### config.mk
export PLATFORM = sky130hd
export DESIGN_NAME = cassette_read_port
export DESIGN_NICKNAME = d
export VERILOG_FILES = /design/src/source/tape_pkg.sv /design/src/source/deck_pkg.sv /design/src/source/cassette_read_port.sv
export SDC_FILE = /design/constraint.sdc
export NUM_CORES = 1
export LEC_CHECK = 0
export BUFFER_PORTS_ARGS = -buffer_cell sky130_fd_sc_hd__buf_4
export CORE_AREA = 2 2 39 41
export DETAILED_ROUTE_END_ITERATION = 10
export DIE_AREA = 0 0 41 43
export GPL_ROUTABILITY_DRIVEN = 0
export RECOVER_POWER = 25
export SYNTH_ARGS = -nofsm -noshare
export SYNTH_HDL_FRONTEND = slang
export SYNTH_SLANG_ARGS = --single-unit
export TNS_END_PERCENT = 100
### constraint.sdc
create_clock -name clk -period 0.8 [get_ports clk]
set_input_delay 0.04 -clock clk [delete_from_list [all_inputs] [get_ports clk]]
set_output_delay 0.04 -clock clk [all_outputs]
set_load 0.02 [all_outputs]
### src/source/tape_pkg.sv
// TAP image layout constants, shared by the image store, the tape players and the testbench
`default_nettype none

package tape_pkg;

	// the player starts reading at the version byte, the signature before it is skipped
	localparam int TAP_HEADER_START = 12;

	// first of the three little-endian bytes that give the number of data bytes
	localparam int TAP_SIZE_OFS = 16;

	// first pulse byte, right after the header
	localparam int TAP_DATA_OFS = 20;

	// width of a player byte address, wide enough for any image the core supports
	localparam int TAP_ADDR_W = 25;

	// a full pulse lasts value * 8 ticks of the 1 MHz enable
	localparam int PULSE_SHIFT = 3;

	// the high phase of a pulse lasts value * 4 ticks
	localparam int HALF_SHIFT = 2;

	// a zero pulse byte escapes to this many length bytes, least significant first
	localparam int LONG_LEN_BYTES = 3;

endpackage

`default_nettype wire

### src/source/deck_pkg.sv
// deck count, tick timing, store geometry and the structs passed between the tape modules
`default_nettype none

package deck_pkg;

	// number of identical tape players built by the top level
	localparam int NUM_DECKS = 2;

	// clk cycles per 1 MHz tick
	// the store needs NUM_DECKS + 1 clocks to answer, so this must be at least NUM_DECKS + 2
	localparam int CE_DIV = 8;

	// each deck owns a region of 2**REGION_W bytes and store addresses wrap inside it
	localparam int REGION_W = 12;

	// deck index, one bit for two decks
	typedef logic [$clog2(NUM_DECKS)-1:0] deck_sel_t;

	// byte read request from a player
	// rd is raised on a tick and held until the next tick, addr is a TAP byte offset
	typedef struct packed {
		logic                            rd;
		logic [tape_pkg::TAP_ADDR_W-1:0] addr;
	} tape_req_t;

	// what a player hands to the cassette read port
	typedef struct packed {
		logic audio;
		logic active;
	} deck_out_t;

	// one byte of a tape image download, wr is a one-clk strobe
	typedef struct packed {
		logic                wr;
		deck_sel_t           deck;
		logic [REGION_W-1:0] addr;
		logic [7:0]          data;
	} dl_beat_t;

endpackage

`default_nettype wire

### src/source/cassette_read_port.sv
// cassette input of the PIA, registers each deck's audio, flags falling edges and drives the lamp
`default_nettype none

module cassette_read_port (
	input  wire                                            clk,
	input  wire                                            rst,
	input  deck_pkg::deck_out_t [deck_pkg::NUM_DECKS-1:0]  outs,
	output logic [deck_pkg::NUM_DECKS-1:0]                 cass_read,
	output logic [deck_pkg::NUM_DECKS-1:0]                 cass_flag,
	output logic                                           tape_led
);

	// active bits gathered from the players for the lamp
	logic [deck_pkg::NUM_DECKS-1:0] active_bits;

	always_comb begin
		for (int d = 0; d < deck_pkg::NUM_DECKS; d++) begin
			active_bits[d] = outs[d].active;
		end
	end

	// cass_read is the audio one clk late
	// the flag goes up in the same clk in which cass_read is first seen low
	// so it marks a falling edge the way the PIA CA1 input latches it
	always_ff @(posedge clk) begin
		if (rst) begin
			cass_read <= '0;
			cass_flag <= '0;
			tape_led  <= 1'b0;
		end else begin
			for (int d = 0; d < deck_pkg::NUM_DECKS; d++) begin
				cass_read[d] <= outs[d].audio;
				cass_flag[d] <= cass_read[d] && !outs[d].audio;
			end
			// one lamp for all decks, lit while any of them is parsing
			tape_led <= |active_bits;
		end
	end

endmodule

`default_nettype wire

==> key figures <==
Route
  • Drt pass-1 iters: 1
  • DR DRC count: 0
  • DRT Wirelength: 300 um
  • Avg Vias per Cell: ~3.0
  • Antenna viol nets, final: 0
  • DR iter-0 viols: 0
  • WL/cell: 6.98 um
  • Vias: 129

CTS
  • CTS H-Tree Depth: 1
  • Root buf cell: clkbuf_4
  • CTS Buf Count: 3
  • Worst-skew pair later-pin latency: 0.23 ns
  • Number of buffers on the longest clock path: 2
  • Sink Count: 5
  • Clock slew at reported path FFs: 0.04 ns
  • TritonCTS clock tree: yes
  • Postcts setup bufs: 0

Global route
  • First-pass GRT wire length: 427 um
  • Total Routing Usage GR: 0.0431
  • Pin count of the biggest net entering global routing: 6
  • Via count of the first global-routing pass: around 110
  • Total congestion overflow: 0
  • Initial antenna violation count: 0

Critical path
  • Critical path fanouts, max: 5
  • CP Class: in2reg
  • Arr. time, crit path: 0.94 ns
  • Crit start category: primary input
  • Critical Path End Type: flip-flop
  • CP required: 0.99 ns

Finish
  • Share of layout cells above drive strength 1: 0.519
  • Layout area overhead: 111%
  • Antenna cells: 0
  • Nets: 34

Synth
  • Largest cells by area after synthesis: dfxtp_1, nor3b_1, nor2b_1, o21ba_2
  • Leading area contributor after synthesis: dfxtp_1
  • Synth Warn #: 0
  • Synth Cell Area: 138 um2
  • Yosys reg bits: 5
  • Synth top area share: 0.727
  • Syn nets: 16
  • Sequential area share after synthesis: 0.727
  • Mean post-synth cell area: 13.8 um2
  • Async SR Flop Fraction: 0
  • Prevailing post-synth register cell: dfxtp_1
  • Post-synth EDFFs: 0
  • Commonest cells in the netlist: dfxtp_1, nor2b_1, nor3b_1, o21ba_2
  • Synth cell types: 4
  • Mapped Cells: 10
  • Top-count cell post-synth: dfxtp_1

Die
  • Die height: 43 um
  • DIE AREA: approximately 1800 um2
  • Initial core utilization: 0.0995
  • Rows: 14
  • DIE WIDTH: 41 um
  • IO Pins: 11
  • Core box area: around 1400 um2

Timing
  • Measured slew at the worst slew-check pin: around 0.15 ns
  • Final setup fails: 0
  • Slew margin rel.: 0.899
  • Fmax: around 1.3 GHz
  • Skew final: 0.0000430 ns
  • Slew Limit Fails: 0
  • Setup TNS: 0 ns
  • Tmin final: about 0.75 ns
  • Fin crit share: 0.940
  • WHS: 0.0146 ns
  • Final Hold Vio Count: 0
  • RSZ-0062 raised after global routing: no

Power and ir drop
  • Power Dens Cells: about 2100 nW/um2
  • Total power: 0.624 mW
  • Leak: 0.126 nW
  • Peak supply drop: 0.526 mV

Hold path
  • Hold Path Class: in2reg

Flow run
  • Max-cap viol count: 0

Run status
  • Status: complete, no violations

Placed design
  • PortBufs: 10
==> power breakdown <==
| group | switching, mW | internal, mW | total [mW] | leakage, nW |
|---|---|---|---|---|
| logic | 0.0303 | 0.0448 | 0.0751 | 0.0697 |
| clock network | 0.0955 | 0.188 | 0.284 | 0.0150 |
| registers | 0.00320 | 0.262 | 0.265 | 0.0414 |
| total | 0.129 | 0.495 | 0.624 | 0.126 |
==> critical path, stage by stage <==
cell           delay, ns
dlygate4sd3_1       0.53
buf_4               0.15
o21ba_2             0.22
==> per-stage QoR <==
| step | utilization | setup WS [ns] | instances | instance area [um2] |
|---|---|---|---|---|
| floorplan | - | 0.134 | 10 | 138 |
| global placement | 0.168 | 0.257 | 36 | 233 |
| detailed placement | 0.168 | 0.242 | 36 | 233 |
| CTS | 0.209 | 0.0546 | 43 | 289 |
| global route | 0.210 | 0.0164 | 43 | 290 |
| finish | 0.210 | 0.0480 | 43 | 290 |
==> placed cells by master (no fill, tap or decap), drive strengths merged <==
| master | n |
|---|---|
| buf | 8 |
| clkbuf | 6 |
| dfxtp | 5 |
| dlygate4sd3 | 3 |
| nor2b | 2 |
| nor3b | 2 |
| o21ba | 1 |
==> worst paths after layout <==
check	from	endpoint	slack (ns)	cells past startpoint
worst min-delay path	outs[0]	tape_led$_SDFF_PP0_	0.01	2
worst min register to register	cass_read[1]$_SDFF_PP0_	cass_flag[1]$_SDFF_PP0_	0.47	1
worst max register to register	cass_read[1]$_SDFF_PP0_	cass_flag[1]$_SDFF_PP0_	0.24	1
worst max-delay path	rst	tape_led$_SDFF_PP0_	0.05	3
==> cell type report <==
cell class                      instances  area, um2
Clock buffer                            4       26.3
Fill cell                             152       1090
Multi-Input combinational cell          5       42.5
Sequential cell                         5        100
Tap cell                               16       20.0
Timing Repair Buffer                   13        101
==> sequential cells by signal (all words and copies together) (netlist names) <==
signal     cells
cass_read      2
cass_flag      2
tape_led       1
==> routing by layer <==
metal | track usage | up-vias | wire (um)
met5 | 0 | - | 0
met4 | 0.0400 | 0 | 0
met3 | 0.0524 | 0 | 86
met2 | 0.0375 | 11 | 90
met1 | 0.0481 | 52 | 123
li1 | - | 66 | -
==> kinds of logic (layout without fill, tap and decap cells) <==
| group | Yosys count | after routing | share of synthesized area |
|---|---|---|---|
| flops | 5 | 5 | 0.727 |
| simple gates | 4 | 4 | 0.200 |
| compound gates | 1 | 1 | 0.0727 |
| buf+inv | 0 | 17 | 0 |
==> repair_timing <==
action / 4_1_cts / 5_1_grt
hold endpoints to repair: 4 / 0
gates resized for setup: 0 / 1
setup endpoints to repair: 0 / 1
hold buffers: 3 / 0
No activity file was read; power rests on OpenSTA's default activity.
