`config.mk`:
```
export PLATFORM = sky130hd
export DESIGN_NAME = tape_player
export DESIGN_NICKNAME = d
export VERILOG_FILES = /design/src/source/tape_pkg.sv /design/src/source/deck_pkg.sv /design/src/source/tape_player.sv
export SDC_FILE = /design/constraint.sdc
export NUM_CORES = 1
export LEC_CHECK = 0
export ABC_AREA = 1
export BUFFER_PORTS_ARGS = -buffer_cell sky130_fd_sc_hd__buf_2
export CORE_MARGIN = 5
export CORE_UTILIZATION = 46
export DETAILED_ROUTE_END_ITERATION = 10
export PLACE_DENSITY = 0.71
export SYNTH_ARGS = -nofsm -noshare
export SYNTH_HDL_FRONTEND = slang
export SYNTH_SLANG_ARGS = --single-unit
```
`constraint.sdc`:
```
create_clock -name clk -period 6.01 [get_ports clk]
set_input_delay 0.9015 -clock clk [delete_from_list [all_inputs] [get_ports clk]]
set_output_delay 0.9015 -clock clk [all_outputs]
set_load 0.02 [all_outputs]
```
`src/source/tape_pkg.sv`:
```
// TAP image layout constants, shared by the image store, the tape players and the testbench
`default_nettype none

package tape_pkg;

	// the player starts reading at the version byte, the signature before it is skipped
	localparam int TAP_HEADER_START = 12;

	// first of the three little-endian bytes that give the number of data bytes
	localparam int TAP_SIZE_OFS = 16;

	// first pulse byte, right after the header
	localparam int TAP_DATA_OFS = 20;

	// width of a player byte address, wide enough for any image the core supports
	localparam int TAP_ADDR_W = 25;

	// a full pulse lasts value * 8 ticks of the 1 MHz enable
	localparam int PULSE_SHIFT = 3;

	// the high phase of a pulse lasts value * 4 ticks
	localparam int HALF_SHIFT = 2;

	// a zero pulse byte escapes to this many length bytes, least significant first
	localparam int LONG_LEN_BYTES = 3;

endpackage

`default_nettype wire

```
`src/source/deck_pkg.sv`:
```
// deck count, tick timing, store geometry and the structs passed between the tape modules
`default_nettype none

package deck_pkg;

	// number of identical tape players built by the top level
	localparam int NUM_DECKS = 2;

	// clk cycles per 1 MHz tick
	// the store needs NUM_DECKS + 1 clocks to answer, so this must be at least NUM_DECKS + 2
	localparam int CE_DIV = 8;

	// each deck owns a region of 2**REGION_W bytes and store addresses wrap inside it
	localparam int REGION_W = 12;

	// deck index, one bit for two decks
	typedef logic [$clog2(NUM_DECKS)-1:0] deck_sel_t;

	// byte read request from a player
	// rd is raised on a tick and held until the next tick, addr is a TAP byte offset
	typedef struct packed {
		logic                            rd;
		logic [tape_pkg::TAP_ADDR_W-1:0] addr;
	} tape_req_t;

	// what a player hands to the cassette read port
	typedef struct packed {
		logic audio;
		logic active;
	} deck_out_t;

	// one byte of a tape image download, wr is a one-clk strobe
	typedef struct packed {
		logic                wr;
		deck_sel_t           deck;
		logic [REGION_W-1:0] addr;
		logic [7:0]          data;
	} dl_beat_t;

endpackage

`default_nettype wire

```
`src/source/tape_player.sv`:
```
// parses one TAP image from the store and plays it back as a square pulse train, with pause
`default_nettype none

module tape_player (
	input  wire                  clk,
	input  wire                  rst,
	input  wire                  ce_1m,
	input  wire                  loading,
	input  wire                  pause_btn,
	input  wire  [7:0]           rd_data,
	output deck_pkg::tape_req_t  req,
	output deck_pkg::deck_out_t  out
);

	typedef logic [tape_pkg::TAP_ADDR_W-1:0] addr_t;

	// length field after a zero escape
	typedef logic [8*tape_pkg::LONG_LEN_BYTES-1:0] long_t;

	// pulse countdown wide enough for a long length times eight
	typedef logic [8*tape_pkg::LONG_LEN_BYTES+tape_pkg::PULSE_SHIFT-1:0] pulse_t;

	// counts the long length bytes still to gather
	typedef logic [$clog2(tape_pkg::LONG_LEN_BYTES+1)-1:0] reload_t;

	// counts the bytes left to consume, first in the header and then in the data
	long_t   byte_cnt;
	long_t   size;
	long_t   long_len;
	long_t   long_len_lo;
	pulse_t  bit_cnt;
	pulse_t  bit_half;
	reload_t reload;
	addr_t   addr;
	logic    rd;
	logic    audio;
	logic    load_d;
	logic    byte_ready;
	logic [7:0] din;
	logic    pause_d;
	logic    paused;

	// the long length is built little endian and the newest byte goes on top
	assign long_len = {din, long_len_lo[$bits(long_t)-1:8]};

	// a rising edge of the button toggles playback
	// a new download always starts unpaused
	always_ff @(posedge clk) begin
		if (rst) begin
			pause_d <= 1'b0;
			paused  <= 1'b0;
		end else begin
			pause_d <= pause_btn;
			if (loading) begin
				paused <= 1'b0;
			end else if (pause_btn && !pause_d) begin
				paused <= !paused;
			end
		end
	end

	always_ff @(posedge clk) begin
		if (rst || loading) begin
			byte_cnt   <= '0;
			size       <= '0;
			bit_cnt    <= '0;
			reload     <= '0;
			rd         <= 1'b0;
			audio      <= 1'b0;
			byte_ready <= 1'b0;
			load_d     <= loading;
		end else if (ce_1m) begin
			load_d <= loading;
			rd     <= 1'b0;

			// the store answered within this tick period so the byte is taken now
			if (rd) begin
				byte_ready <= 1'b1;
				din        <= rd_data;
			end

			// when the download has just finished the version byte is fetched first
			if (load_d) begin
				byte_cnt <= long_t'(tape_pkg::TAP_DATA_OFS - tape_pkg::TAP_HEADER_START);
				rd       <= 1'b1;
				addr     <= addr_t'(tape_pkg::TAP_HEADER_START);
			end

			if (byte_cnt != '0 && byte_ready) begin
				if (addr < addr_t'(tape_pkg::TAP_DATA_OFS)) begin
					// the header is walked one byte every two ticks
					byte_cnt   <= byte_cnt - 1'b1;
					addr       <= addr + 1'b1;
					byte_ready <= 1'b0;
					rd         <= 1'b1;
					if (addr >= addr_t'(tape_pkg::TAP_SIZE_OFS) &&
						addr < addr_t'(tape_pkg::TAP_DATA_OFS - 1)) begin
						size <= {din, size[$bits(size)-1:8]};
					end
					// at the last header byte the count becomes the data size
					// so an empty image ends right here
					if (addr == addr_t'(tape_pkg::TAP_DATA_OFS - 1)) begin
						byte_cnt <= size;
					end
				end else if (bit_cnt <= pulse_t'(1) && !paused) begin
					// once the previous pulse is done the next data byte is consumed
					byte_cnt   <= byte_cnt - 1'b1;
					addr       <= addr + 1'b1;
					byte_ready <= 1'b0;
					rd         <= 1'b1;
					if (reload != '0) begin
						long_len_lo <= long_len;
						reload      <= reload - 1'b1;
						// the last length byte starts one long pulse
						if (reload == reload_t'(1)) begin
							bit_cnt  <= pulse_t'(long_len) << tape_pkg::PULSE_SHIFT;
							bit_half <= pulse_t'(long_len) << tape_pkg::HALF_SHIFT;
							audio    <= 1'b1;
						end
					end else if (din == 8'd0) begin
						// zero byte escapes to a 24-bit length
						reload <= reload_t'(tape_pkg::LONG_LEN_BYTES);
					end else begin
						bit_cnt  <= pulse_t'(din) << tape_pkg::PULSE_SHIFT;
						bit_half <= pulse_t'(din) << tape_pkg::HALF_SHIFT;
						audio    <= 1'b1;
					end
				end
			end

			// the countdown keeps going after the last byte so the final pulse completes
			// and audio drops once half of the pulse has passed
			if (!paused && bit_cnt > pulse_t'(1)) begin
				bit_cnt <= bit_cnt - 1'b1;
				if (bit_cnt < bit_half) begin
					audio <= 1'b0;
				end
			end
		end
	end

	assign req.rd     = rd;
	assign req.addr   = addr;
	assign out.audio  = audio;
	assign out.active = (byte_cnt != '0);

endmodule

`default_nettype wire

```
==> results.md <==
- Status: finished clean
- CTS tree: built
- MaxCap Viol Count: 0
- Leak: 4.95 nW
- Post-DP HPWL: 18,100 um
- Final ANT Viol Nets: 0
- Worst relative slew slack: 0.285
- Post_cts resized: 0
- Async SR Flop Fraction: 0
- Layout cells sized above 1: 0.0936
- CTS sink cnt: roughly 160
- Cells after Synth: between 1,000 and 1,500
- Clock-pin slew of the registers on the worst-case setup and hold paths: roughly 0.06 ns
- Sequential area share after synthesis: 0.398
- Worst-Margin Slew: between 1 and 1.5 ns
- Final net count: around 1,400
- Buffers plus inverters on the worst setup path: 5
- Area contributors post-synth: edfxtp_1 23%, dfxtp_1 17%, nand2_1 13%
- DIE HEIGHT: between 150 and 200 um
- Slowest stage cell, crit path: nor2_1
- Cell count after placement: between 1,500 and 2,000
- CP top delay family: buffers and inverters
- CTS Root Cell: clkbuf_16
- Ports: a little over 40
- Worst r2r src: byte_cnt[0]
- Post-synth cell types: 42
- Tot Pwr: about 3.1 mW
- Clock Latency Late Sink: approximately 0.44 ns
- Fin. max-slew vios: 0
- Levels on crit path: 8
- CTS Buffer Depth: 2
- Post-Syn Area: 9710 um^2
- HP Start: long_len_lo[21]
- Layout fillers: roughly 2,100
- Clock buffer count from CTS: 17
- Power Density: 292 nW/um^2
- Setup TNS: 0 ns
- Final period demand of the worst path: 3.61 ns
- Crit path max fanout: 50
- Die X: roughly 160 um
- Worst R2R Setup Slack: between 2 and 3 ns
- Fmax: about 0.28 GHz
- Antenna cells: 0
- Hold_buf cts: 0
- Die ar.: around 24,000 um^2
- Peak VDD IR: between 0.2 and 0.3 mV
- Number of global-route vias before repair: 8,135
- Worst-path cell chain: buf_2 > nor2_2 > buf_4 > clkinv_1 > nor2_4 > buf_4 > inv_1 > nor2_1
- Core area: between 20,000 and 25,000 um^2
- IO Port Bufs: 40
- Final worst-path cycle share: 0.601
- Most frequent CP cell: buf_4
- Setup CP Type: primary input to flip-flop
- Flops & latches, synth: between 150 and 200
- CP Data Arrival Time: between 3 and 4 ns
- Hold Path End: long_len_lo[13]
- Worst Setup Start Kind: primary input
- Setup violators final: 0
- Area grow syn2layout: 9.32%
- Yosys top cell area share: 0.229
- Number of remaining DRC errors: 0
- RR Endpoint: addr[14]
- Total Wirelength: between 20,000 and 30,000 um
- Crit path largest cell delay: between 0.6 and 0.7 ns
- Hold path depth: 0
- Routed wire per std cell: ~15 um
- Finished Layout Cells: approximately 1,700
- # Post-CTS Setup Buffers: 0
- Initial DRC count: between 700 and 800
- Hold crit path type: flip-flop to flip-flop
- Largest net degree at the start of global routing: a little over 50
- Via count: roughly 9,000
- Total gr overflow: 0
- Final hold violations: 0
- Avg Vias per Cell: about 5.3
- RSZ-0062 raised after global routing: no
- Post-synth top flop: dfxtp_1
- Critical Path Sink Type: flip-flop
- Initial antenna violation count: 1
- Skew final: about 0.011 ns
- Yosys Warn Count: 0
- Avg Cell Area, Syn: between 7 and 8 um^2
- Max H-tree Level: 4
- Post-synth EDFFs: 74
- Total GRT Usage: 0.213
- DRT Pass-1 Iters: 6
- First-pass GRT wire length: about 42,000 um
- Critical Path RT: between 6 and 7 ns
- Syn Nets: ~1,400
- Synth area leader: edfxtp_1
- Row count: 53
- Initial core utilization: 0.465
- R2R cell count: 12
- RePlAce Congestion: around 0.95
metal layers:
metal  wire [um]  global-route usage  share of wire
met2       11700               0.345           0.46
met5          13                   0        0.00051
met3        1470              0.0384          0.057
met4         480              0.0629          0.019
met1       12000               0.292           0.47
cell families after synthesis:
kind of cell,after synthesis,share of synthesized area
compound gates,170,0.0918
fa+ha+maj,30,0.0387
flops,156,0.398
simple gates,751,0.341
buf+inv,197,0.0880
xor+xnor,47,0.0424
metrics by stage:
stage	area [um^2]	util	setup slack, ns	hold slack [ns]
global placement	10000	0.481	1.99	0.430
CTS	10600	0.508	2.40	0.444
detailed placement	10000	0.481	1.95	0.432
floorplan	9710	-	3.06	0.426
global route	10600	0.508	2.23	0.452
finish	10600	0.508	2.40	0.443
layout by cell type, fill, tap and decap left out, types with 3 or more instances in the layout:
cell / instances
nand2_1: 338
nor2_1: 217
inv_1: 149
nand3_1: 99
o21ai_0: 82
dfxtp_1: 82
edfxtp_1: 74
buf_2: 40
xor2_1: 39
a21oi_1: 35
o21ai_1: 34
ha_1: 30
nand4_1: 28
clkbuf_16: 17
nor3_1: 14
nor2_2: 13
nand2_2: 9
xnor2_1: 8
o22ai_1: 6
a211oi_1: 6
inv_2: 5
nor2_4: 5
nand2_4: 5
buf_4: 5
nand3_2: 4
clkinv_4: 4
nand2_8: 3
clkinv_1: 3
or2_2: 3
nor4_1: 3
inv_6: 3
area by class of cell:
cell class | count | area [um^2] | area share
clock buffer | 21 | 460 | 0.0434
clock inverter | 11 | 110 | 0.0104
inverter | 158 | 596 | 0.0561
multi-input combinational | 998 | 5000 | 0.471
sequential | 156 | 3860 | 0.364
tap | 275 | 344 | 0.0324
timing repair buffer | 45 | 238 | 0.0224
how the worst max path moves through the flow:
stage | from | end | slack (ns)
final | loading | din[0] | 2.40
after global routing | loading | din[1] | 2.23
after floorplan | loading | bit_half[10] | 3.06
after CTS | loading | din[0] | 2.40
after global placement | loading | din[0] | 1.99
after detailed placement | loading | din[0] | 1.95
flip-flops by register name (all words and copies together), names as in the netlist:
register and flops:
audio 1, byte_cnt 24, bit_cnt 27, long_len_lo 16
size 24, byte_ready 1, load_d 1, bit_half 24
pause_d 1, rd 1, addr 25, reload 2
paused 1, din 8
power by group:
group          switching [mW]  internal [mW]
sequential             0.0527           1.14
combinational           0.572          0.275
clock                   0.461          0.598
cell usage after synthesis (3+ instances only):
library cell,instances
a211oi_1,6
a21oi_1,36
buf_2,9
buf_4,9
buf_6,9
clkbuf_1,10
clkinv_1,3
dfxtp_1,82
edfxtp_1,74
ha_1,30
inv_1,149
inv_2,5
nand2_1,338
nand2_2,9
nand2_4,5
nand2_8,3
nand3_1,99
nand3_2,4
nand4_1,28
nor2_1,218
nor2_2,13
nor2_4,4
nor3_1,14
nor4_1,3
o21ai_0,82
o21ai_1,34
o22ai_1,6
or2_2,3
xnor2_1,8
xor2_1,39
Power figures use the tool's default switching activity.
