File: src/source/tape_pkg.sv
// TAP image layout constants, shared by the image store, the tape players and the testbench
`default_nettype none

package tape_pkg;

	// the player starts reading at the version byte, the signature before it is skipped
	localparam int TAP_HEADER_START = 12;

	// first of the three little-endian bytes that give the number of data bytes
	localparam int TAP_SIZE_OFS = 16;

	// first pulse byte, right after the header
	localparam int TAP_DATA_OFS = 20;

	// width of a player byte address, wide enough for any image the core supports
	localparam int TAP_ADDR_W = 25;

	// a full pulse lasts value * 8 ticks of the 1 MHz enable
	localparam int PULSE_SHIFT = 3;

	// the high phase of a pulse lasts value * 4 ticks
	localparam int HALF_SHIFT = 2;

	// a zero pulse byte escapes to this many length bytes, least significant first
	localparam int LONG_LEN_BYTES = 3;

endpackage

`default_nettype wire

File: src/source/deck_pkg.sv
// deck count, tick timing, store geometry and the structs passed between the tape modules
`default_nettype none

package deck_pkg;

	// number of identical tape players built by the top level
	localparam int NUM_DECKS = 2;

	// clk cycles per 1 MHz tick
	// the store needs NUM_DECKS + 1 clocks to answer, so this must be at least NUM_DECKS + 2
	localparam int CE_DIV = 8;

	// each deck owns a region of 2**REGION_W bytes and store addresses wrap inside it
	localparam int REGION_W = 12;

	// deck index, one bit for two decks
	typedef logic [$clog2(NUM_DECKS)-1:0] deck_sel_t;

	// byte read request from a player
	// rd is raised on a tick and held until the next tick, addr is a TAP byte offset
	typedef struct packed {
		logic                            rd;
		logic [tape_pkg::TAP_ADDR_W-1:0] addr;
	} tape_req_t;

	// what a player hands to the cassette read port
	typedef struct packed {
		logic audio;
		logic active;
	} deck_out_t;

	// one byte of a tape image download, wr is a one-clk strobe
	typedef struct packed {
		logic                wr;
		deck_sel_t           deck;
		logic [REGION_W-1:0] addr;
		logic [7:0]          data;
	} dl_beat_t;

endpackage

`default_nettype wire

File: src/source/ce_gen.sv
// divides clk down to the one-clk 1 MHz tick that paces the store reads and the tape players
`default_nettype none

module ce_gen (
	input  wire  clk,
	input  wire  rst,
	output logic ce_1m
);

	// counter wide enough to hold CE_DIV - 1
	typedef logic [$clog2(deck_pkg::CE_DIV)-1:0] div_t;

	div_t div_cnt;

	// the counter runs 0 .. CE_DIV-1 and the tick is registered on the wrap
	// so the first tick shows up CE_DIV clocks after rst is released
	always_ff @(posedge clk) begin
		if (rst) begin
			div_cnt <= '0;
			ce_1m   <= 1'b0;
		end else if (div_cnt == div_t'(deck_pkg::CE_DIV - 1)) begin
			div_cnt <= '0;
			ce_1m   <= 1'b1;
		end else begin
			div_cnt <= div_cnt + 1'b1;
			ce_1m   <= 1'b0;
		end
	end

endmodule

`default_nettype wire

File: config.mk
export PLATFORM = sky130hd
export DESIGN_NAME = ce_gen
export DESIGN_NICKNAME = d
export VERILOG_FILES = /design/src/source/tape_pkg.sv /design/src/source/deck_pkg.sv /design/src/source/ce_gen.sv
export SDC_FILE = /design/constraint.sdc
export NUM_CORES = 1
export LEC_CHECK = 0
export BUFFER_PORTS_ARGS = -buffer_cell sky130_fd_sc_hd__buf_2
export CAP_MARGIN = 15
export CORE_AREA = 2 2 39 41
export DETAILED_ROUTE_END_ITERATION = 7
export DIE_AREA = 0 0 41 43
export GPL_TIMING_DRIVEN = 0
export MAX_ROUTING_LAYER = met4
export PLACE_DENSITY = 0.31
export SETUP_SLACK_MARGIN = 0.5
export SYNTH_ARGS = -nofsm -noshare
export SYNTH_HDL_FRONTEND = slang
export SYNTH_SLANG_ARGS = --single-unit
File: constraint.sdc
create_clock -name clk -period 1.4 [get_ports clk]
set_clock_uncertainty 0.1 [all_clocks]
set_input_delay 0.07 -clock clk [delete_from_list [all_inputs] [get_ports clk]]
set_output_delay 0.07 -clock clk [all_outputs]
set_load 0.01 [all_outputs]
==> results_dict.tcl, run 1 <==
set metrics [dict create \
    status "completed" \
    ys_seq_elements 4 \
    syn_area_sq_um 131 \
    area_growth_syn_to_layout_pct 76.2 \
    yosys.area_share.simple_pct 20.0 \
    synthMuxAreaShare_pct 0 \
    viasPerCell 2.69 \
    min_period_over_period_pct 72.9 \
    period_minus_slack_ns 1.02 \
    path_cells "ha_4 > ha_4 > nor3b_2" \
    switchingPower_mw 0.0572 \
    ctsResizeCount 0 \
    pwr_density_cell_nw_per_um2 1250 \
    root_buffer "clkbuf_4" \
    cts_sinks 4 \
    synth_xor_area_share_pct 0 \
    synth_top_family_by_area "simple AND/OR/NAND/NOR gates" \
    dpl.hpwl_microns 153 \
    crit_fanout 2 \
    syn_inst 10 \
    gp_congestion 0.533 \
    pwr-share-comb_pct 6.8 \
    path_buf_inv 0 \
    track_usage_pct 4.41 \
    rsz0062_at_grt "true" \
    clk_pin_slew_ns 0.04 \
    critPathSlowestCell "dfxtp_2" \
    die_area_sq_um 1760 \
    worst_pin_slew_ns 0.144 \
    tritoncts "done" \
    required_ns 1.46 \
    setup_tns_ns 0 \
    routed-wl-met2_microns 100 \
    synth.area.top_cells "dfxtp_1 61%, ha_1 19%, nor3b_1 11%, nor2b_1 4.8%, nor3_1 3.8%" \
    cts_setup_buffers 0 \
    io_buffers 2 \
    htree_levels 1 \
    synth_most_common_cell "dfxtp_1" \
    hold_path_class "flop to flop" \
    synth_top_area_share_pct 61.0 \
    endpoint_kind "flop" \
    rows 14 \
    setup_slack_ns 0.379 \
    met3_length_microns 14 \
    ys.flop_type "dfxtp_1" \
    grt_max_degree 5 \
    nets 22 \
    drc 0 \
    finalHoldViolCount 0 \
    ys_seq_area_share_pct 61.0 \
    maxCapViolCount 0 \
    synthAdderAreaFrac_pct 19.0 \
    fin_util_pct 16.7 \
    synth_fp_nets 14 \
    cpPeakStageDelay_ns 0.32 \
    grt_pass1_wl_microns 407 \
    synth_common_cells "4 x dfxtp_1, 2 x ha_1, 2 x nor3b_1" \
    cp_top_family "adder cells" \
    grt_pass1_vias 101 \
    num_vias 86 \
    ys_types 5 \
    p_sw_share_pct 19.7 \
    yosysWarnings 0 \
    drtAntennaViolNets 0 \
    chipWidth_microns 41 \
    irDropWorstVdd_v 0.000323 \
    dr.pass1.iters 1 \
    grt_overflow 0 \
    io_pins 3 \
    synth_top_area_cell "dfxtp_1" \
    numCtsBuffers 3 \
    fill_cells 146 \
    slew_headroom_pct 90.3 \
    start_util_pct 9.49 \
    drt_wl_total_microns 221 \
    postSynthAreaPerCell_sq_um 13.1 \
    finalPower_mw 0.290 \
    intPower_mw 0.233 \
    antenna_found_initial 0 \
    design.core.area_sq_um 1380 \
    start_kind "flop" \
    maxSlewViolCount 0 \
    synth_compound_area_share_pct 0 \
    synth_edf_count 0 \
    finalSetupViolCount 0 \
    clock_path_buffers 2 \
    seqPwrFrac_pct 44.8 \
    critPathKind "flop to flop" \
    diodes 0 \
    die_y_microns 43 \
    wl_met1_microns 106 \
    cp.arrival_ns 1.08 \
    wl_per_cell_microns 6.91 \
    top_layer_used "met3" \
    pwr-share-clk_pct 48.4 \
    cp_common_cell "ha_4" \
    place_ws_ns 0.375 \
    drive_above_1_share_pct 68.8 \
    clkLatencyLatePin_ns 0.23 \
    fmax_mhz 979 \
    p_leak_nw 0.0891 \
    drt_iter0_markers 0 \
    async_reset_ff_share_pct 0 \
]
-- sequential cells by signal, indices dropped and copies added (netlist names) --
signal and flops:
ce_1m 1, div_cnt 3
-- repair_timing --
| action | CTS | global route |
|---|---|---|
| endpoints found under the hold margin | 4 | 0 |
| hold buffers | 1 | 0 |
| endpoints found under the setup margin | 4 | 4 |
| cloned | 0 | 0 |
-- through the flow --
| stage | cell area, sq um | hold WS (ns) | instances |
|---|---|---|---|
| after floorplan | 169 | 0.0321 | 10 |
| after global placement | 199 | 0.195 | 28 |
| after detailed placement | 199 | 0.198 | 28 |
| after CTS | 231 | 0.327 | 32 |
| after global routing | 231 | 0.342 | 32 |
| final | 231 | 0.327 | 32 |
-- layout make-up --
class / count / area (sq um) / share of cell area [%]
Clock buffer: 3 / 22.5 / 9.73
Multi-Input combinational cell: 6 / 86.3 / 37.3
Sequential cell: 4 / 82.6 / 35.7
Tap cell: 16 / 20.0 / 8.65
Timing Repair Buffer: 3 / 20.0 / 8.65
-- power by group through the flow --
stage               combinational (mW)  sequential (mW)  clock, mW
floorplan                       0.0131            0.131          0
global placement                0.0181            0.131          0
detailed placement              0.0192            0.132          0
CTS                             0.0205            0.130      0.149
global route                    0.0258            0.130      0.161
finish                          0.0198            0.130      0.140
-- kinds of logic (layout without fill, tap and decap cells) --
logic type | count (synthesis) | after routing
buf+inv | 0 | 6
flops | 4 | 4
fa+ha+maj | 2 | 2
simple gates | 4 | 4
-- worst reg2reg max path: cells and delay by family, from the launching register on --
kind          cells  cell delay (ns)
fa+ha+maj         2             0.40
simple gates      1             0.13
flops             1             0.32
-- metal layers --
layer  up-vias  GRT usage [%]
met1        37           4.47
li1         47              -
met4         0           8.00
met5         -              -
met2         2           3.44
met3         0           3.14
-- cells in the final DEF (no fill, tap or decap) --
cell	instances
nor2b_1	1
clkbuf_4	3
nor3b_2	2
dfxtp_1	2
buf_2	2
nor3_1	1
dfxtp_2	2
ha_4	2
dlygate4sd3_1	1
-- worst paths after layout --
| path | start | endpoint | slack [ns] | depth (start not counted) |
|---|---|---|---|---|
| setup / recovery | div_cnt[0]$_SDFF_PP0_ | div_cnt[2]$_SDFF_PP0_ | 0.38 | 3 |
| hold / removal | div_cnt[0]$_SDFF_PP0_ | div_cnt[0]$_SDFF_PP0_ | 0.33 | 1 |
| hold reg to reg | div_cnt[0]$_SDFF_PP0_ | div_cnt[0]$_SDFF_PP0_ | 0.33 | 1 |
| setup reg to reg | div_cnt[0]$_SDFF_PP0_ | div_cnt[2]$_SDFF_PP0_ | 0.38 | 3 |
Power figures use the tool's default switching activity.
==> inputs of run 2 (changes only) <==
- ABC_AREA: unset -> 1
- PLACE_DENSITY: 0.31 -> 0.32
- clock period: 1.4 -> 1 ns (I/O delays scaled with it)
==> results_dict.tcl, run 2 <==
set metrics [dict create \
    fin_area_sq_um 221 \
    crit_fanout 2 \
    clk_pin_slew_ns 0.04 \
    start_kind "flop" \
    grt_overflow 0 \
    setup_slack_ns 0.00655 \
    clkLatencyLatePin_ns 0.23 \
    reg2reg_from "div_cnt[0]$_SDFF_PP0_" \
    viasPerCell 2.67 \
    track_usage_pct 4.42 \
    synth_top_family_by_area "adder cells" \
    violations "hold timing" \
    tritoncts "done" \
    yosysWarnings 0 \
    grt_pass1_vias 111 \
    drt_iter0_markers 0 \
    dpl.hpwl_microns 155 \
    cpPeakStageDelay_ns 0.32 \
    grt_max_degree 4 \
    drtAntennaViolNets 0 \
    io_pins 3 \
    syn_inst 15 \
    syn_area_sq_um 141 \
    cts_sinks 4 \
    critPathSlowestCell "dfxtp_2" \
    finalHoldViolCount 3 \
    gp_congestion 0.544 \
    path_cells "ha_4 > ha_4 > inv_2 > nor2_1" \
    largest-register "div_cnt" \
    area_growth_syn_to_layout_pct 56.6 \
    pwr_density_cell_nw_per_um2 1850 \
    cp.depth 4 \
    rrSetupSlack_ns 0.007 \
    root_buffer "clkbuf_4" \
    async_reset_ff_share_pct 0 \
    synth_top_area_cell "dfxtp_1" \
    endpoint_kind "flop" \
    synth_xor_area_share_pct 0 \
    hold_path_class "primary input to flop" \
    ys_seq_area_share_pct 56.6 \
    top_regs "div_cnt (3), ce_1m (1)" \
    ys_types 6 \
    numCtsBuffers 3 \
    wl_per_cell_microns 5.83 \
    synth_top_area_share_pct 56.6 \
    status "finished with violations" \
    synth_fp_nets 19 \
    antenna_found_initial 0 \
    nets 26 \
    crit_start "div_cnt[0]$_SDFF_PP0_" \
    reg2regPathDepth 4 \
    rows 14 \
    drt_wl_total_microns 210 \
    ys_seq_elements 4 \
    place_area_sq_um 199 \
    start_util_pct 10.2 \
    cp.arrival_ns 1.07 \
    worst_pin_slew_ns 0.0894 \
    critPathKind "flop to flop" \
    setup_tns_ns 0 \
    synth_common_cells "4 x dfxtp_1, 4 x nor2_1, 3 x inv_1" \
    chipWidth_microns 41 \
    maxCapViolCount 0 \
    synth_edf_count 0 \
    grt_pass1_wl_microns 393 \
    finalSetupViolCount 0 \
    irDropWorstVdd_v 0.000581 \
    layout_common_cells "4 x nor2_1, 3 x clkbuf_4" \
    postSynthAreaPerCell_sq_um 9.43 \
    cp_top_family "adder cells" \
    slew_headroom_pct 94.0 \
    io_buffers 2 \
    synth.area.top_cells "dfxtp_1 57%, ha_1 18%, nor2_1 11%, inv_1 8.0%, nand2_2 4.4%" \
    required_ns 1.07 \
    cts_setup_buffers 0 \
    crit_end "div_cnt[2]$_SDFF_PP0_" \
    synthMuxAreaShare_pct 0 \
    clock_path_buffers 2 \
    fmax_mhz 1010 \
    cp_common_cell "ha_4" \
    hold_slack_ns -0.114 \
    yosys.area_share.simple_pct 15.0 \
    synthAdderAreaFrac_pct 17.7 \
    final_common_cell "nor2_1" \
    maxSlewViolCount 0 \
    dr.pass1.iters 1 \
    diodes 0 \
    place_ws_ns 0.00873 \
    num_vias 96 \
    finalPower_mw 0.410 \
    period_minus_slack_ns 0.993 \
    p_leak_nw 0.0966 \
    path_buf_inv 1 \
    synth_compound_area_share_pct 0 \
    reg2reg_to "div_cnt[2]$_SDFF_PP0_" \
    drc 0 \
    rsz0062_at_grt "true" \
    die_y_microns 43 \
    ys.flop_type "dfxtp_1" \
    min_period_over_period_pct 99.3 \
    largest_reg_flops 3 \
    holdPathStages 2 \
    htree_levels 1 \
    design.core.area_sq_um 1380 \
    die_area_sq_um 1760 \
    drive_above_1_share_pct 60.0 \
]
## run 2: cell count changes in the layout (fill, tap and decap cells not counted), sizes merged
cell         previous run  this run
dlygate4sd3             1         0
nor3b                   2         0
nor3                    1         0
nor2                    0         4
nor2b                   1         0
inv                     0         4
nand2                   0         1
## run 2: repair_timing
item	4_1_cts	5_1_grt
endpoints found under the setup margin	5	5
endpoints found under the hold margin	3	1
pin swaps	2	4
gates resized for setup	0	1
## run 2: report_power, final
group	total (mW)	switching, mW	internal [mW]	leakage (nW)
clock network	0.199	0.0645	0.134	0.0138
registers	0.181	0.00825	0.173	0.0334
logic	0.0307	0.0137	0.0170	0.0495
## run 2: cell families after synthesis
| group | count (synthesis) |
|---|---|
| and+or+nand+nor | 5 |
| adders and majority gates | 2 |
| buffers and inverters | 4 |
| DFF | 4 |
## run 2: per-stage QoR
stage	utilization, %	cells
floorplan	-	15
global placement	14.4	33
detailed placement	14.4	33
CTS	16.0	36
global route	16.0	36
finish	16.0	36
## run 2: how the worst min path moves through the flow
stage	start	to	slack [ns]
after floorplan	rst	ce_1m$_SDFF_PP0_	0.02
final	rst	ce_1m$_SDFF_PP0_	-0.11
after detailed placement	rst	ce_1m$_SDFF_PP0_	0.13
after global placement	rst	ce_1m$_SDFF_PP0_	0.12
after global routing	rst	ce_1m$_SDFF_PP0_	-0.12
after CTS	rst	ce_1m$_SDFF_PP0_	-0.12
## run 2: area by class of cell
class | instances | area (sq um)
sequential | 4 | 82.6
clock buffer | 3 | 22.5
multi-input combinational | 7 | 71.3
timing repair buffer | 2 | 10.0
inverter | 4 | 15.0
fill | 157 | 1160
tap | 16 | 20.0
## run 2: metal layers
layer / track usage [%] / share of wire [%] / vias up
met2: 4.38 / 31 / 6
li1: - / - / 53
met5: - / 0 / -
met3: 9.42 / 26 / 0
met4: 0 / 0 / 0
met1: 3.54 / 42 / 37
==> inputs of run 3 (changes only) <==
- CELL_PAD_IN_SITES_DETAIL_PLACEMENT: unset -> 1
- CELL_PAD_IN_SITES_GLOBAL_PLACEMENT: unset -> 2
- CORE_AREA: 2 2 39 41 -> 3 3 40 42
- DIE_AREA: 0 0 41 43 -> 0 0 43 45
- PLACE_DENSITY: 0.32 -> 0.4
==> results_dict.tcl, run 3 (synthesis gave the netlist of run 2 again) <==
set metrics [dict create \
    status "finished with violations" \
    violations "hold timing" \
    maxSlewViolCount 0 \
    place_area_sq_um 198 \
    drc 0 \
    fin_util_pct 19.5 \
    grt_max_degree 4 \
    clock_path_buffers 2 \
    fin_area_sq_um 250 \
    numCtsBuffers 3 \
    antenna_found_initial 0 \
    gp_congestion 0.563 \
    root_buffer "clkbuf_4" \
    cp.depth 5 \
    clk_pin_slew_ns 0.04 \
    critPathSlowestCell "dfxtp_2" \
    slew_headroom_pct 93.2 \
    reg2reg_from "div_cnt[0]$_SDFF_PP0_" \
    worst_pin_slew_ns 0.102 \
    htree_levels 1 \
    rrSetupSlack_ns 0.007 \
    finalSetupViolCount 0 \
    layout_common_cells "3 x nor2_2, 3 x dfxtp_2, 3 x clkbuf_4" \
    hold_start "rst" \
    p_leak_nw 0.104 \
    hold_slack_ns -0.114 \
    drive_above_1_share_pct 81.0 \
    rows 13 \
    drt_wl_total_microns 257 \
    viasPerCell 2.92 \
    start_kind "flop" \
    pwr_density_cell_nw_per_um2 1690 \
    crit_fanout 3 \
    diodes 0 \
    chipWidth_microns 43 \
    dr.pass1.iters 1 \
    min_period_over_period_pct 99.3 \
    min_to "ce_1m$_SDFF_PP0_" \
    cpPeakStageDelay_ns 0.33 \
    area_growth_syn_to_layout_pct 77.0 \
    reg2reg_to "div_cnt[2]$_SDFF_PP0_" \
    clkLatencyLatePin_ns 0.23 \
    start_util_pct 11.0 \
    cp_common_cell "ha_4" \
    fmax_mhz 1010 \
    drtAntennaViolNets 0 \
    grt_pass1_wl_microns 386 \
    top_regs "div_cnt (3), ce_1m (1)" \
    tritoncts "done" \
    irDropWorstVdd_v 0.000475 \
    grt_pass1_vias 111 \
    track_usage_pct 3.43 \
    required_ns 1.07 \
    die_y_microns 45 \
    design.core.area_sq_um 1280 \
    cp.arrival_ns 1.07 \
    cp_top_family "flip-flops" \
    io_pins 3 \
    largest-register "div_cnt" \
    endpoint_kind "flop" \
    num_vias 105 \
    rsz0062_at_grt "true" \
    critPathKind "flop to flop" \
    maxCapViolCount 0 \
    nets 27 \
    finalHoldViolCount 1 \
    wl_per_cell_microns 7.14 \
    io_buffers 2 \
    largest_reg_flops 3 \
    cts_sinks 4 \
    holdPathStages 2 \
    layout.cells.non_filler 36 \
    hold_path_class "primary input to flop" \
    path_cells "ha_4 > ha_4 > inv_4 > nand2_4 > nor2_2" \
    post-place-cells 32 \
    reg2regPathDepth 5 \
    drt_iter0_markers 0 \
    path_buf_inv 1 \
    finalPower_mw 0.424 \
    grt_overflow 0 \
    period_minus_slack_ns 0.993 \
    die_area_sq_um 1940 \
]
run 3: cell types whose count changed in the layout (fill, tap and decap cells not counted):
cell | previous run | this run
nor2_1 | 4 | 1
nor2_2 | 0 | 3
buf_2 | 2 | 1
buf_4 | 0 | 1
buf_6 | 0 | 1
dfxtp_1 | 2 | 1
dfxtp_2 | 2 | 3
inv_2 | 2 | 1
inv_4 | 0 | 1
nand2_2 | 1 | 0
nand2_4 | 0 | 1
run 3: layout make-up:
type / instances / area, sq um
fillers: 147 / 1030
repair buffers: 3 / 23.8
clock buffers: 3 / 22.5
multi-input cells: 7 / 83.8
flip-flops and latches: 4 / 83.8
inverters: 4 / 17.5
well taps: 15 / 18.8
run 3: repair_timing:
item | 4_1_cts | 5_1_grt
setup buffers | 0 | 1
hold endpoints to repair | 1 | 1
gates resized for setup | 1 | 7
gates cloned | 0 | 0
endpoints found under the setup margin | 5 | 5
pin swaps | 3 | 3
run 3: per-layer routing:
| layer | share of wire [%] | GRT usage, % |
|---|---|---|
| met3 | 8.9 | 2.39 |
| met2 | 40 | 3.59 |
| met5 | 0 | - |
| met4 | 0 | 5.42 |
| met1 | 51 | 3.13 |
run 3: worst max path at each step:
| stage | startpoint | end |
|---|---|---|
| floorplan | div_cnt[0]$_SDFF_PP0_ | div_cnt[2]$_SDFF_PP0_ |
| CTS | div_cnt[0]$_SDFF_PP0_ | div_cnt[2]$_SDFF_PP0_ |
| global placement | div_cnt[0]$_SDFF_PP0_ | div_cnt[0]$_SDFF_PP0_ |
| global route | div_cnt[0]$_SDFF_PP0_ | div_cnt[2]$_SDFF_PP0_ |
| finish | div_cnt[0]$_SDFF_PP0_ | div_cnt[2]$_SDFF_PP0_ |
| detailed placement | div_cnt[0]$_SDFF_PP0_ | div_cnt[2]$_SDFF_PP0_ |
run 3: power breakdown:
group	internal (mW)	switching [mW]	leakage [nW]	total [mW]
Clock	0.134	0.0662	0.0138	0.201
Combinational	0.0228	0.0193	0.0565	0.0422
Sequential	0.173	0.00864	0.0339	0.181
Total	0.330	0.0942	0.104	0.424
run 3: worst reg2reg max path, delay by kind of cell (launching register included):
| family | cells | cell delay, ns |
|---|---|---|
| flip-flops | 1 | 0.33 |
| adder cells (fa/ha/maj) | 2 | 0.31 |
| buffers and inverters | 1 | 0.05 |
| AND/OR/NAND/NOR | 2 | 0.14 |
run 3: metrics by stage:
step                      hold WS (ns)  TNS (ns)  setup slack, ns
after global placement           0.124         0          0.00372
after floorplan                 0.0218         0           0.0475
after CTS                       -0.114   -0.0178         -0.00744
final                           -0.114         0          0.00734
after detailed placement         0.134  -0.00656         -0.00656
after global routing            -0.106   -0.0327          -0.0199
